==> config.mk <==
export PLATFORM = sky130hd
export DESIGN_NAME = lrwait_qnode
export DESIGN_NICKNAME = d
export VERILOG_FILES = /design/src/source/qnode_pkg.sv /design/src/source/qnode_ifs.sv /design/src/source/succ_update_filter.sv /design/src/source/wakeup_injector.sv /design/src/source/reservation_fsm.sv /design/src/source/lrwait_qnode.sv
export SDC_FILE = /design/constraint.sdc
export NUM_CORES = 1
export LEC_CHECK = 0
export ABC_AREA = 1
export ABC_CLOCK_PERIOD_IN_PS = 4370
export BUFFER_PORTS_ARGS = -buffer_cell sky130_fd_sc_hd__buf_2
export CORE_MARGIN = 3
export CORE_UTILIZATION = 47
export DETAILED_ROUTE_END_ITERATION = 7
export PLACE_DENSITY = 0.95
export REMOVE_ABC_BUFFERS = 1
export SYNTH_ARGS = -nofsm -noshare
export SYNTH_HDL_FRONTEND = slang
export SYNTH_SLANG_ARGS = --single-unit
==> constraint.sdc <==
create_clock -name clk_i -period 4.37 [get_ports clk_i]
set_input_delay 0.437 -clock clk_i [delete_from_list [all_inputs] [get_ports clk_i]]
set_output_delay 0.437 -clock clk_i [all_outputs]
set_load 0.02 [all_outputs]
==> src/source/qnode_pkg.sv <==
//--------------------------------------------------------------------------
// widths, field types and enums of the LRWait/SCWait queue node
// successor metadata must fit into one data word (meta width <= data_width)
//--------------------------------------------------------------------------
package qnode_pkg;

  // channel widths, same on core and interconnect side
  localparam int addr_width    = 32;
  localparam int data_width    = 32;
  // transaction id, matches responses to requests
  localparam int meta_id_width = 4;
  // successor metadata carried in the low bits of a data word
  localparam int default_meta_width = 12;

  typedef logic [addr_width-1:0]    addr_t;
  typedef logic [data_width-1:0]    data_t;
  typedef logic [data_width/8-1:0]  strb_t;
  typedef logic [meta_id_width-1:0] meta_id_t;

  // atomic opcodes as seen on the request channel
  typedef enum logic [3:0] {
    AMO_NONE = 4'h0,
    SWAP     = 4'h1,
    ADD      = 4'h2,
    AND      = 4'h3,
    OR       = 4'h4,
    XOR      = 4'h5,
    MAX      = 4'h6,
    MAXU     = 4'h7,
    MIN      = 4'h8,
    MINU     = 4'h9,
    LR       = 4'hA,
    SC       = 4'hB,
    LRWAIT   = 4'hC,
    SCWAIT   = 4'hD,
    // only passed through, never generated here
    MWAIT    = 4'hE
  } amo_op_e;

  // reservation states of one node
  typedef enum logic [1:0] {
    // no reservation in flight
    IDLE,
    // LRWait answered, waiting for SCWait or a successor
    READY_FOR_SC,
    // successor known, waiting for the SCWait
    IN_QUEUE,
    // lock released, wake-up request on the interconnect
    SEND_WAKEUP
  } qnode_state_e;

endpackage

==> src/source/qnode_ifs.sv <==
//--------------------------------------------------------------------------
// internal links of the queue node, not meant for the top level ports
// meta_width must match on both ends of a link
//--------------------------------------------------------------------------
`timescale 1ns/1ps

// accepted core requests, seen by the state machine
interface qnode_req_if import qnode_pkg::*; ();
  // core request accepted by the interconnect
  logic     fire;
  amo_op_e  amo;
  addr_t    addr;
  meta_id_t id;

  modport source (output fire, output amo, output addr, output id);
  modport sink   (input fire, input amo, input addr, input id);
endinterface

// response events, successor updates split from normal responses
interface qnode_resp_if import qnode_pkg::*; #(
  parameter int meta_width = default_meta_width
) ();
  logic                  succ_valid;
  logic [meta_width-1:0] succ_meta;
  // normal response handed to the core
  logic                  resp_fire;
  meta_id_t              resp_id;

  modport filter (output succ_valid, output succ_meta, output resp_fire, output resp_id);
  modport sink   (input succ_valid, input succ_meta, input resp_fire, input resp_id);
endinterface

// wake-up request from the state machine to the request mux
interface qnode_wake_if import qnode_pkg::*; #(
  parameter int meta_width = default_meta_width
) ();
  logic                  wake_valid;
  addr_t                 wake_addr;
  logic [meta_width-1:0] wake_meta;
  logic                  wake_ready;

  modport fsm      (output wake_valid, output wake_addr, output wake_meta, input wake_ready);
  modport injector (input wake_valid, input wake_addr, input wake_meta, output wake_ready);
endinterface

==> src/source/succ_update_filter.sv <==
//--------------------------------------------------------------------------
// response path, purely combinational
// successor updates are always accepted and never reach the core
//--------------------------------------------------------------------------
`timescale 1ns/1ps

module succ_update_filter import qnode_pkg::*; (
  input  data_t    tile_pdata_i,
  input  logic     tile_perror_i,
  input  meta_id_t tile_pid_i,
  input  logic     tile_plrwait_i,
  input  logic     tile_pvalid_i,
  output logic     tile_pready_o,

  output data_t    snitch_pdata_o,
  output logic     snitch_perror_o,
  output meta_id_t snitch_pid_o,
  output logic     snitch_pvalid_o,
  input  logic     snitch_pready_i,

  qnode_resp_if.filter resp
);

  // lrwait flag on a response marks a successor update
  logic succ_update;

  assign succ_update = tile_plrwait_i;

  // updates are consumed here, so ready follows valid
  assign tile_pready_o   = succ_update ? tile_pvalid_i : snitch_pready_i;

  // core sees nothing of an update, outputs held at zero
  assign snitch_pvalid_o = succ_update ? 1'b0 : tile_pvalid_i;
  assign snitch_pdata_o  = succ_update ? '0   : tile_pdata_i;
  assign snitch_perror_o = succ_update ? 1'b0 : tile_perror_i;
  assign snitch_pid_o    = succ_update ? '0   : tile_pid_i;

  // successor metadata sits in the low data bits
  assign resp.succ_valid = tile_pvalid_i & succ_update;
  assign resp.succ_meta  = tile_pdata_i[$bits(resp.succ_meta)-1:0];

  // only completed handshakes of normal responses count
  assign resp.resp_fire  = tile_pvalid_i & ~succ_update & snitch_pready_i;
  assign resp.resp_id    = tile_pid_i;

endmodule

==> src/source/wakeup_injector.sv <==
//--------------------------------------------------------------------------
// request path, core requests pass through combinationally
// while a wake-up is pending the core is stalled, its id lines are reused
//--------------------------------------------------------------------------
`timescale 1ns/1ps

module wakeup_injector import qnode_pkg::*; #(
  parameter int meta_width = default_meta_width
) (
  input  addr_t    snitch_qaddr_i,
  input  logic     snitch_qwrite_i,
  input  amo_op_e  snitch_qamo_i,
  input  data_t    snitch_qdata_i,
  input  strb_t    snitch_qstrb_i,
  input  meta_id_t snitch_qid_i,
  input  logic     snitch_qvalid_i,
  output logic     snitch_qready_o,

  output addr_t    tile_qaddr_o,
  output logic     tile_qwrite_o,
  output amo_op_e  tile_qamo_o,
  output data_t    tile_qdata_o,
  output strb_t    tile_qstrb_o,
  output meta_id_t tile_qid_o,
  output logic     tile_qlrwait_o,
  output logic     tile_qvalid_o,
  input  logic     tile_qready_i,

  qnode_req_if.source    req,
  qnode_wake_if.injector wake
);

  logic  inject;
  // wake-up payload, metadata zero-extended to a data word
  data_t wake_data;

  assign inject = wake.wake_valid;

  always_comb begin
    wake_data                 = '0;
    wake_data[meta_width-1:0] = wake.wake_meta;
  end

  // core blocked for the whole wake-up, back-pressure included
  assign snitch_qready_o = inject ? 1'b0 : tile_qready_i;

  assign tile_qvalid_o  = inject ? 1'b1      : snitch_qvalid_i;
  assign tile_qaddr_o   = inject ? wake.wake_addr : snitch_qaddr_i;
  assign tile_qwrite_o  = inject ? 1'b0      : snitch_qwrite_i;
  assign tile_qamo_o    = inject ? LRWAIT    : snitch_qamo_i;
  assign tile_qdata_o   = inject ? wake_data : snitch_qdata_i;
  assign tile_qstrb_o   = inject ? '0        : snitch_qstrb_i;
  assign tile_qid_o     = snitch_qid_i;
  assign tile_qlrwait_o = inject;

  // wake-up completes on the interconnect handshake
  assign wake.wake_ready = tile_qready_i;

  // report accepted core requests only, never the wake-up itself
  assign req.fire = snitch_qvalid_i & tile_qready_i & ~inject;
  assign req.amo  = snitch_qamo_i;
  assign req.addr = snitch_qaddr_i;
  assign req.id   = snitch_qid_i;

endmodule

==> src/source/reservation_fsm.sv <==
//--------------------------------------------------------------------------
// reservation state machine for one LRWait/SCWait pair in flight at a time
// an SCWait must target the address of the preceding LRWait
//--------------------------------------------------------------------------
`timescale 1ns/1ps

module reservation_fsm import qnode_pkg::*; #(
  parameter int meta_width = default_meta_width
) (
  input logic clk_i,
  input logic rst_i,

  qnode_req_if.sink  req,
  qnode_resp_if.sink resp,
  qnode_wake_if.fsm  wake
);

  qnode_state_e state_q, state_d;

  // next-node record
  logic                  rec_valid_q, rec_valid_d;
  logic [meta_width-1:0] rec_meta_q, rec_meta_d;
  meta_id_t              rec_id_q, rec_id_d;
  addr_t                 rec_addr_q, rec_addr_d;

  // SCWait of the current round already sent
  logic sc_arrived_q, sc_arrived_d;

  logic lr_accept;
  logic sc_match;
  logic resp_match;

  assign lr_accept  = req.fire && (req.amo == LRWAIT);
  // SCWait to the reserved address
  assign sc_match   = req.fire && (req.amo == SCWAIT) && rec_valid_q &&
                      (req.addr == rec_addr_q);
  assign resp_match = resp.resp_fire && rec_valid_q && (resp.resp_id == rec_id_q);

  always_comb begin
    state_d      = state_q;
    rec_valid_d  = rec_valid_q;
    rec_meta_d   = rec_meta_q;
    rec_id_d     = rec_id_q;
    rec_addr_d   = rec_addr_q;
    sc_arrived_d = sc_arrived_q;

    case (state_q)
      IDLE: begin
        if (lr_accept) begin
          rec_id_d    = req.id;
          rec_addr_d  = req.addr;
          rec_valid_d = 1'b1;
        end
        // update may overtake the LRWait response
        if (resp.succ_valid) begin
          rec_meta_d = resp.succ_meta;
          state_d    = IN_QUEUE;
        end else if (resp_match) begin
          state_d = READY_FOR_SC;
        end
      end
      READY_FOR_SC: begin
        if (sc_match) begin
          rec_id_d     = req.id;
          sc_arrived_d = 1'b1;
        end
        // SCWait in this same cycle counts as arrived
        if (resp.succ_valid) begin
          rec_meta_d = resp.succ_meta;
          state_d    = (sc_arrived_q || sc_match) ? SEND_WAKEUP : IN_QUEUE;
        end else if (resp_match && sc_arrived_q) begin
          // SCWait answered without a successor releases the lock
          rec_valid_d  = 1'b0;
          sc_arrived_d = 1'b0;
          state_d      = IDLE;
        end
      end
      IN_QUEUE: begin
        if (sc_match) begin
          state_d = SEND_WAKEUP;
        end
      end
      SEND_WAKEUP: begin
        // record kept stable until the interconnect takes the wake-up
        if (wake.wake_ready) begin
          rec_valid_d  = 1'b0;
          sc_arrived_d = 1'b0;
          state_d      = IDLE;
        end
      end
      default: begin
        state_d = IDLE;
      end
    endcase
  end

  assign wake.wake_valid = (state_q == SEND_WAKEUP);
  assign wake.wake_addr  = rec_addr_q;
  assign wake.wake_meta  = rec_meta_q;

  // control state
  always_ff @(posedge clk_i) begin
    if (rst_i) begin
      state_q      <= IDLE;
      rec_valid_q  <= 1'b0;
      sc_arrived_q <= 1'b0;
    end else begin
      state_q      <= state_d;
      rec_valid_q  <= rec_valid_d;
      sc_arrived_q <= sc_arrived_d;
    end
  end

  // record payload
  always_ff @(posedge clk_i) begin
    rec_meta_q <= rec_meta_d;
    rec_id_q   <= rec_id_d;
    rec_addr_q <= rec_addr_d;
  end

endmodule

==> src/source/lrwait_qnode.sv <==
//--------------------------------------------------------------------------
// queue node between one core port and the tile interconnect
// pass-through is combinational, wake-up appears one cycle after release
//--------------------------------------------------------------------------
`timescale 1ns/1ps

module lrwait_qnode import qnode_pkg::*; #(
  parameter int meta_width = default_meta_width
) (
  input  logic     clk_i,
  input  logic     rst_i,

  // core requests
  input  addr_t    snitch_qaddr_i,
  input  logic     snitch_qwrite_i,
  input  amo_op_e  snitch_qamo_i,
  input  data_t    snitch_qdata_i,
  input  strb_t    snitch_qstrb_i,
  input  meta_id_t snitch_qid_i,
  input  logic     snitch_qvalid_i,
  output logic     snitch_qready_o,
  // core responses
  output data_t    snitch_pdata_o,
  output logic     snitch_perror_o,
  output meta_id_t snitch_pid_o,
  output logic     snitch_pvalid_o,
  input  logic     snitch_pready_i,

  // interconnect requests
  output addr_t    tile_qaddr_o,
  output logic     tile_qwrite_o,
  output amo_op_e  tile_qamo_o,
  output data_t    tile_qdata_o,
  output strb_t    tile_qstrb_o,
  output meta_id_t tile_qid_o,
  output logic     tile_qlrwait_o,
  output logic     tile_qvalid_o,
  input  logic     tile_qready_i,
  // interconnect responses, lrwait marks a successor update
  input  data_t    tile_pdata_i,
  input  logic     tile_perror_i,
  input  meta_id_t tile_pid_i,
  input  logic     tile_plrwait_i,
  input  logic     tile_pvalid_i,
  output logic     tile_pready_o
);

  qnode_req_if                              req_if ();
  qnode_resp_if #(.meta_width(meta_width)) resp_if ();
  qnode_wake_if #(.meta_width(meta_width)) wake_if ();

  succ_update_filter u_filter (
    .tile_pdata_i    (tile_pdata_i),
    .tile_perror_i   (tile_perror_i),
    .tile_pid_i      (tile_pid_i),
    .tile_plrwait_i  (tile_plrwait_i),
    .tile_pvalid_i   (tile_pvalid_i),
    .tile_pready_o   (tile_pready_o),
    .snitch_pdata_o  (snitch_pdata_o),
    .snitch_perror_o (snitch_perror_o),
    .snitch_pid_o    (snitch_pid_o),
    .snitch_pvalid_o (snitch_pvalid_o),
    .snitch_pready_i (snitch_pready_i),
    .resp            (resp_if)
  );

  wakeup_injector #(.meta_width(meta_width)) u_injector (
    .snitch_qaddr_i  (snitch_qaddr_i),
    .snitch_qwrite_i (snitch_qwrite_i),
    .snitch_qamo_i   (snitch_qamo_i),
    .snitch_qdata_i  (snitch_qdata_i),
    .snitch_qstrb_i  (snitch_qstrb_i),
    .snitch_qid_i    (snitch_qid_i),
    .snitch_qvalid_i (snitch_qvalid_i),
    .snitch_qready_o (snitch_qready_o),
    .tile_qaddr_o    (tile_qaddr_o),
    .tile_qwrite_o   (tile_qwrite_o),
    .tile_qamo_o     (tile_qamo_o),
    .tile_qdata_o    (tile_qdata_o),
    .tile_qstrb_o    (tile_qstrb_o),
    .tile_qid_o      (tile_qid_o),
    .tile_qlrwait_o  (tile_qlrwait_o),
    .tile_qvalid_o   (tile_qvalid_o),
    .tile_qready_i   (tile_qready_i),
    .req             (req_if),
    .wake            (wake_if)
  );

  reservation_fsm #(.meta_width(meta_width)) u_fsm (
    .clk_i (clk_i),
    .rst_i (rst_i),
    .req   (req_if),
    .resp  (resp_if),
    .wake  (wake_if)
  );

endmodule

==> results of run 1 <==
[worst max-delay path, stage by stage, from the launching register on]
cell     delay [ns]
dfxtp_1        0.43
nand2_2        0.33
inv_1          0.46
buf_4          0.40
nand2_1        0.11
nand2_1        0.08
buf_2          0.16
[worst min path at each step]
stage / from / end / slack (ns) / cells past startpoint
floorplan: u_fsm.rec_valid_q / u_fsm.rec_valid_q / 0.45 / 2
global placement: u_fsm.rec_valid_q / u_fsm.rec_valid_q / 0.48 / 2
detailed placement: u_fsm.rec_valid_q / u_fsm.rec_valid_q / 0.50 / 2
CTS: rst_i / u_fsm.rec_valid_q / 0.29 / 2
global route: rst_i / u_fsm.rec_valid_q / 0.29 / 2
finish: rst_i / u_fsm.rec_valid_q / 0.30 / 2
[per-layer routing]
layer | up-vias | track usage | wire, µm
met3 | 27 | 0.05525 | 1328
met2 | 254 | 0.3966 | 5768
li1 | 2224 | - | -
met5 | - | 0 | 0
met4 | 0 | 0.09005 | 294
met1 | 1906 | 0.3587 | 5261
[power by group]
part | total [mW] | internal (mW) | switching (mW)
Combinational | 0.350 | 0.126 | 0.223
Clock | 0.261 | 0.106 | 0.154
Sequential | 0.558 | 0.553 | 0.00525
Total | 1.17 | 0.785 | 0.383
[final cells by class]
| class | instances | area (µm²) | area share |
|---|---|---|---|
| sequential | 52 | 1521 | 0.2973 |
| tap | 102 | 127.6 | 0.02494 |
| inverter | 143 | 536.8 | 0.1049 |
| clock buffer | 5 | 68.82 | 0.01345 |
| clock inverter | 2 | 7.507 | 0.001467 |
| antenna | 1 | 2.502 | 0.0004890 |
| multi-input combinational | 378 | 1627 | 0.3178 |
| timing repair buffer | 243 | 1226 | 0.2396 |
[kinds of logic after synthesis]
| family | after synthesis | synth area share |
|---|---|---|
| DFF | 52 | 0.4032 |
| AOI/OAI and AO/OA | 42 | 0.05836 |
| xor gates and xnor gates | 7 | 0.01625 |
| buffers and inverters | 164 | 0.1681 |
| and+or+nand+nor | 329 | 0.3541 |
[cells in the final DEF, fill, tap and decap left out]
| cell type | n |
|---|---|
| nand2_1 | 192 |
| nor3_1 | 7 |
| a21oi_1 | 4 |
| buf_4 | 4 |
| nand3_1 | 13 |
| nand2_2 | 1 |
| diode_2 | 1 |
| or2_4 | 1 |
| dfxtp_1 | 4 |
| o21ai_0 | 35 |
| o21ai_2 | 1 |
| xor2_1 | 2 |
| nand3b_1 | 1 |
| nor3_4 | 2 |
| buf_2 | 239 |
| xnor2_1 | 5 |
| nand3_2 | 1 |
| nor2_1 | 94 |
| nand4_1 | 10 |
| and3_1 | 1 |
| a21oi_2 | 1 |
| or2_2 | 5 |
| clkbuf_8 | 5 |
| o211ai_1 | 1 |
| inv_1 | 143 |
| or2_1 | 1 |
| clkinv_1 | 2 |
| edfxtp_1 | 48 |
[metrics by stage]
stage	area [µm²]	power (mW)	hold slack [ns]	setup slack [ns]	cells
3_3_place_gp	5039	0.9103	0.4775	1.924	918
5_1_grt	5117	1.227	0.2902	1.441	926
6_report	5117	1.168	0.2953	1.658	926
4_1_cts	5115	1.173	0.2885	1.653	925
2_1_floorplan	3676	0.7524	0.4464	0.4937	573
3_5_place_dp	5039	0.9162	0.5026	1.798	918
[sequential cells by signal, summed over array words and instances (netlist names)]
register	cells
u_fsm.wake.wake_addr	32
u_fsm.rec_valid_q	1
u_fsm.sc_arrived_q	1
u_fsm.state_q	2
u_fsm.rec_id_q	4
u_fsm.wake.wake_meta	12
==> flow_summary.toml, run 1 <==
[place]
globalplace.congestion = 0.9661
dp.final_hpwl_um = 10520
port_buffers = 239

[routing]
num_vias = 4411
wl_per_cell_um = 13.66
drt_first_iter_violations = 315
via_per_inst = 4.763
ant_nets = 0
first_pass_iters = 5
wl_um = 12650
drc = 0

[synthesis]
synth_top_area_frac = 0.3820
yosysWarnings = 0
yosysSeqAreaShare = 0.4032
synth_cell_types = 27
avgSynthCellArea_um2 = 6.353
mappedNetlistArea_um2 = 3774
synth_common_cells = "193 x nand2_1, 143 x inv_1, 94 x nor2_1"
ys_ff_latch = 52
yosysTopAreaCell = "edfxtp_1"
synth-edff-count = 48
synth_flop_cell = "edfxtp_1"
async_flop_share = 0
synth.most_common_cell = "nand2_1"
synthCells = 594
synth_area_leaders = "edfxtp_1 38%, nand2_1 19%, inv_1 14%, nor2_1 9.4%, o21ai_0 4.6%"

[critical_path]
critPathLaunchType = "flip-flop"
arrival_ns = 2.27
cp_data_required_time_ns = 3.93
worstReg2RegEnd = "u_fsm.rec_id_q[1]"
worst-r2r-cell-count = 5
worstSetupPathType = "flip-flop to output pin"
worstSetupEndpoint = "tile_qdata_o[10]"
critical_path.startpoint = "u_fsm.state_q[1]"
r2r_slack_ns = 1.81
crit_fanout = 35
r2r-start = "u_fsm.state_q[1]"
cp-end-kind = "output pin"

[clocking]
post-cts-setup-buffers = 0
cts_resized = 0
clk_latency_ns = 0.31
cts_sinks = 52
clock_path_buffers = 2
cts_max_level = 2
cts_tree = "done"
numCtsBuffers = 5
cts_hold_buf = 0
clk_pin_slew_worst_paths_ns = 0.09
cts-root-buf = "clkbuf_8"

[global_route]
antenna_found_initial = 1
grt_usage = 0.2579
grt_max_degree = 48
grt_pass1_wl_um = 18170
grt_pass1_vias = 3724
grt_overflow_total = 0

[finish]
drive_above_1_share = 0.3159
syn_to_final_growth_pct = 35.61
fin_nets = 944
nFillCells = 717
fin_util = 0.6588

[sta]
tns_ns = 0
maxSlewHeadroom = 0.4589
fin_worst_skew_ns = 0.008095
finalCritPeriodShare = 0.6206
rsz0062_at_grt = "no"
slew_violations = 0
hold_viol_final = 0
setup-violations-final = 0
max_clock_freq_ghz = 0.3688
worst_pin_slew_ns = 0.8090
fin_crit_ns = 2.712

[power]
ir_worst_vdd_v = 0.0001342
p_leak_nw = 3.139
powerDensity_nw_per_um2 = 228.3

[floorplanning]
core_area_um2 = 7767
fp.dieW_um = 95.61
start_util = 0.4858
fp.dieH_um = 95.61
io_pins = 240
row_count = 32
die-area_um2 = 9140

[worst_hold_path]
hold_class = "input pin to flip-flop"

[run_status]
status = "completed"

[run]
drv_cap = 0
Note: power is estimated with default switching activity, not from simulation.
==> run 2: changes to the inputs <==
- ABC_CLOCK_PERIOD_IN_PS: 4370 -> 2800
- CORE_UTILIZATION: 47 -> 43
- PLACE_DENSITY: 0.95 -> 0.9
- clock period: 4.37 -> 2.8 ns (I/O delays scaled with it)
==> flow_summary.toml, run 2 (synthesized netlist as in run 1, its figures left out) <==
[routing]
drc = 0
drt_first_iter_violations = 216
via_per_inst = 4.617
met3_length_um = 997
ant_nets = 0
wl_met2_um = 5802
wl_um = 11730
first_pass_iters = 5
top_layer_used = "met4"
wl_per_cell_um = 12.62
num_vias = 4289
wl_met1_um = 4819

[power]
p_leak_nw = 3.157
ir_worst_vdd_v = 0.0001893
powerDensity_nw_per_um2 = 371.7

[worst_hold_path]
hold_end = "u_fsm.rec_valid_q"
hold_path_depth = 2
hold_class = "input pin to flip-flop"
hp-start = "rst_i"

[critical_path]
arrival_ns = 1.94
cp_top_family = "buffers and inverters"
cp_data_required_time_ns = 2.52
worst-r2r-cell-count = 7
r2r-start = "u_fsm.state_q[0]"
crit_fanout = 42
cpMaxStageDelayCell = "dfxtp_1"
r2r_slack_ns = 0.59
worstReg2RegEnd = "u_fsm.rec_id_q[0]"
critPathLaunchType = "flip-flop"
cp-end-kind = "output pin"
max_stage_delay_ns = 0.35
cp_num_buf_inv = 3
crit_chain = "nand2_2 > inv_1 > buf_12 > or2_2 > buf_2"
worstSetupPathType = "flip-flop to output pin"

[clocking]
clock_path_buffers = 2
post-cts-setup-buffers = 0
cts_resized = 0
cts_tree = "done"
cts-root-buf = "clkbuf_8"
clk_pin_slew_worst_paths_ns = 0.09
numCtsBuffers = 5
cts_max_level = 2
cts_hold_buf = 0
cts_sinks = 52
clk_latency_ns = 0.31

[sta]
setup-violations-final = 0
max_clock_freq_ghz = 0.4502
tns_ns = 0
fin_worst_skew_ns = 0.006911
worst_pin_slew_ns = 0.6471
rsz0062_at_grt = "no"
finalCritPeriodShare = 0.7934
slew_violations = 0
whs_ns = 0.1292
hold_viol_final = 0
fin_crit_ns = 2.221
maxSlewHeadroom = 0.5686

[floorplanning]
die-area_um2 = 9936
row_count = 33
io_pins = 240
core_area_um2 = 8382
fp.dieW_um = 99.68
fp.dieH_um = 99.68
start_util = 0.4502

[finish]
syn_to_final_growth_pct = 36.80
final_common_cell = "buf_2"
insertedDiodeCount = 0
drive_above_1_share = 0.3180
fin_nets = 944
design_area_um2 = 5162
largest_reg_flops = 32
instances_no_fill = 929
layout_common_cells = "239 x buf_2, 192 x nand2_1, 143 x inv_1, 94 x nor2_1, 48 x edfxtp_1"
fin_util = 0.6159

[place]
port_buffers = 239
dp.final_hpwl_um = 9771
globalplace.congestion = 0.9439
placed_cells = 921
place_area_um2 = 5055

[global_route]
grt_usage = 0.2213
grt_pass1_wl_um = 17680
grt_max_degree = 57
grt_overflow_total = 0
antenna_found_initial = 0
grt_pass1_vias = 3760

[run_status]
status = "completed"

[run]
drv_cap = 0
[run 2: cell type report]
type                       instances  area, µm²
multi-input combinational        378       1627
timing repair buffer             243       1239
tap                              105      131.4
clock inverter                     2      35.03
fill                             763       3219
clock buffer                       6      72.57
inverter                         143      536.8
sequential                        52       1521
[run 2: where the power goes]
part / switching [mW] / total (mW) / internal [mW]
Sequential: 0.00637 / 0.869 / 0.863
Combinational: 0.340 / 0.538 / 0.198
Clock: 0.246 / 0.512 / 0.266
[run 2: worst max-delay path by stage]
stage | to | cells past startpoint | from
detailed placement | u_fsm.rec_id_q[0] | 7 | u_fsm.state_q[1]
finish | tile_qamo_o[3] | 5 | u_fsm.state_q[0]
global route | tile_qdata_o[9] | 6 | u_fsm.state_q[1]
global placement | u_fsm.rec_id_q[0] | 7 | u_fsm.state_q[1]
floorplan | u_fsm.rec_id_q[0] | 5 | u_fsm.state_q[1]
CTS | u_fsm.rec_id_q[2] | 7 | u_fsm.state_q[1]
[run 2: routing by layer]
metal,global-route usage,vias up
li1,-,2223
met1,0.2841,1858
met2,0.3858,196
met3,0.03927,12
met4,0.05357,0
met5,0,-
[run 2: metrics by stage]
| stage | setup slack (ns) | power, mW |
|---|---|---|
| final | 0.5786 | 1.919 |
| after global routing | 0.4275 | 2.013 |
| after CTS | 0.5739 | 1.935 |
| after detailed placement | 0.5860 | 1.426 |
| after global placement | 0.6350 | 1.417 |
| after floorplan | -1.076 | 1.174 |
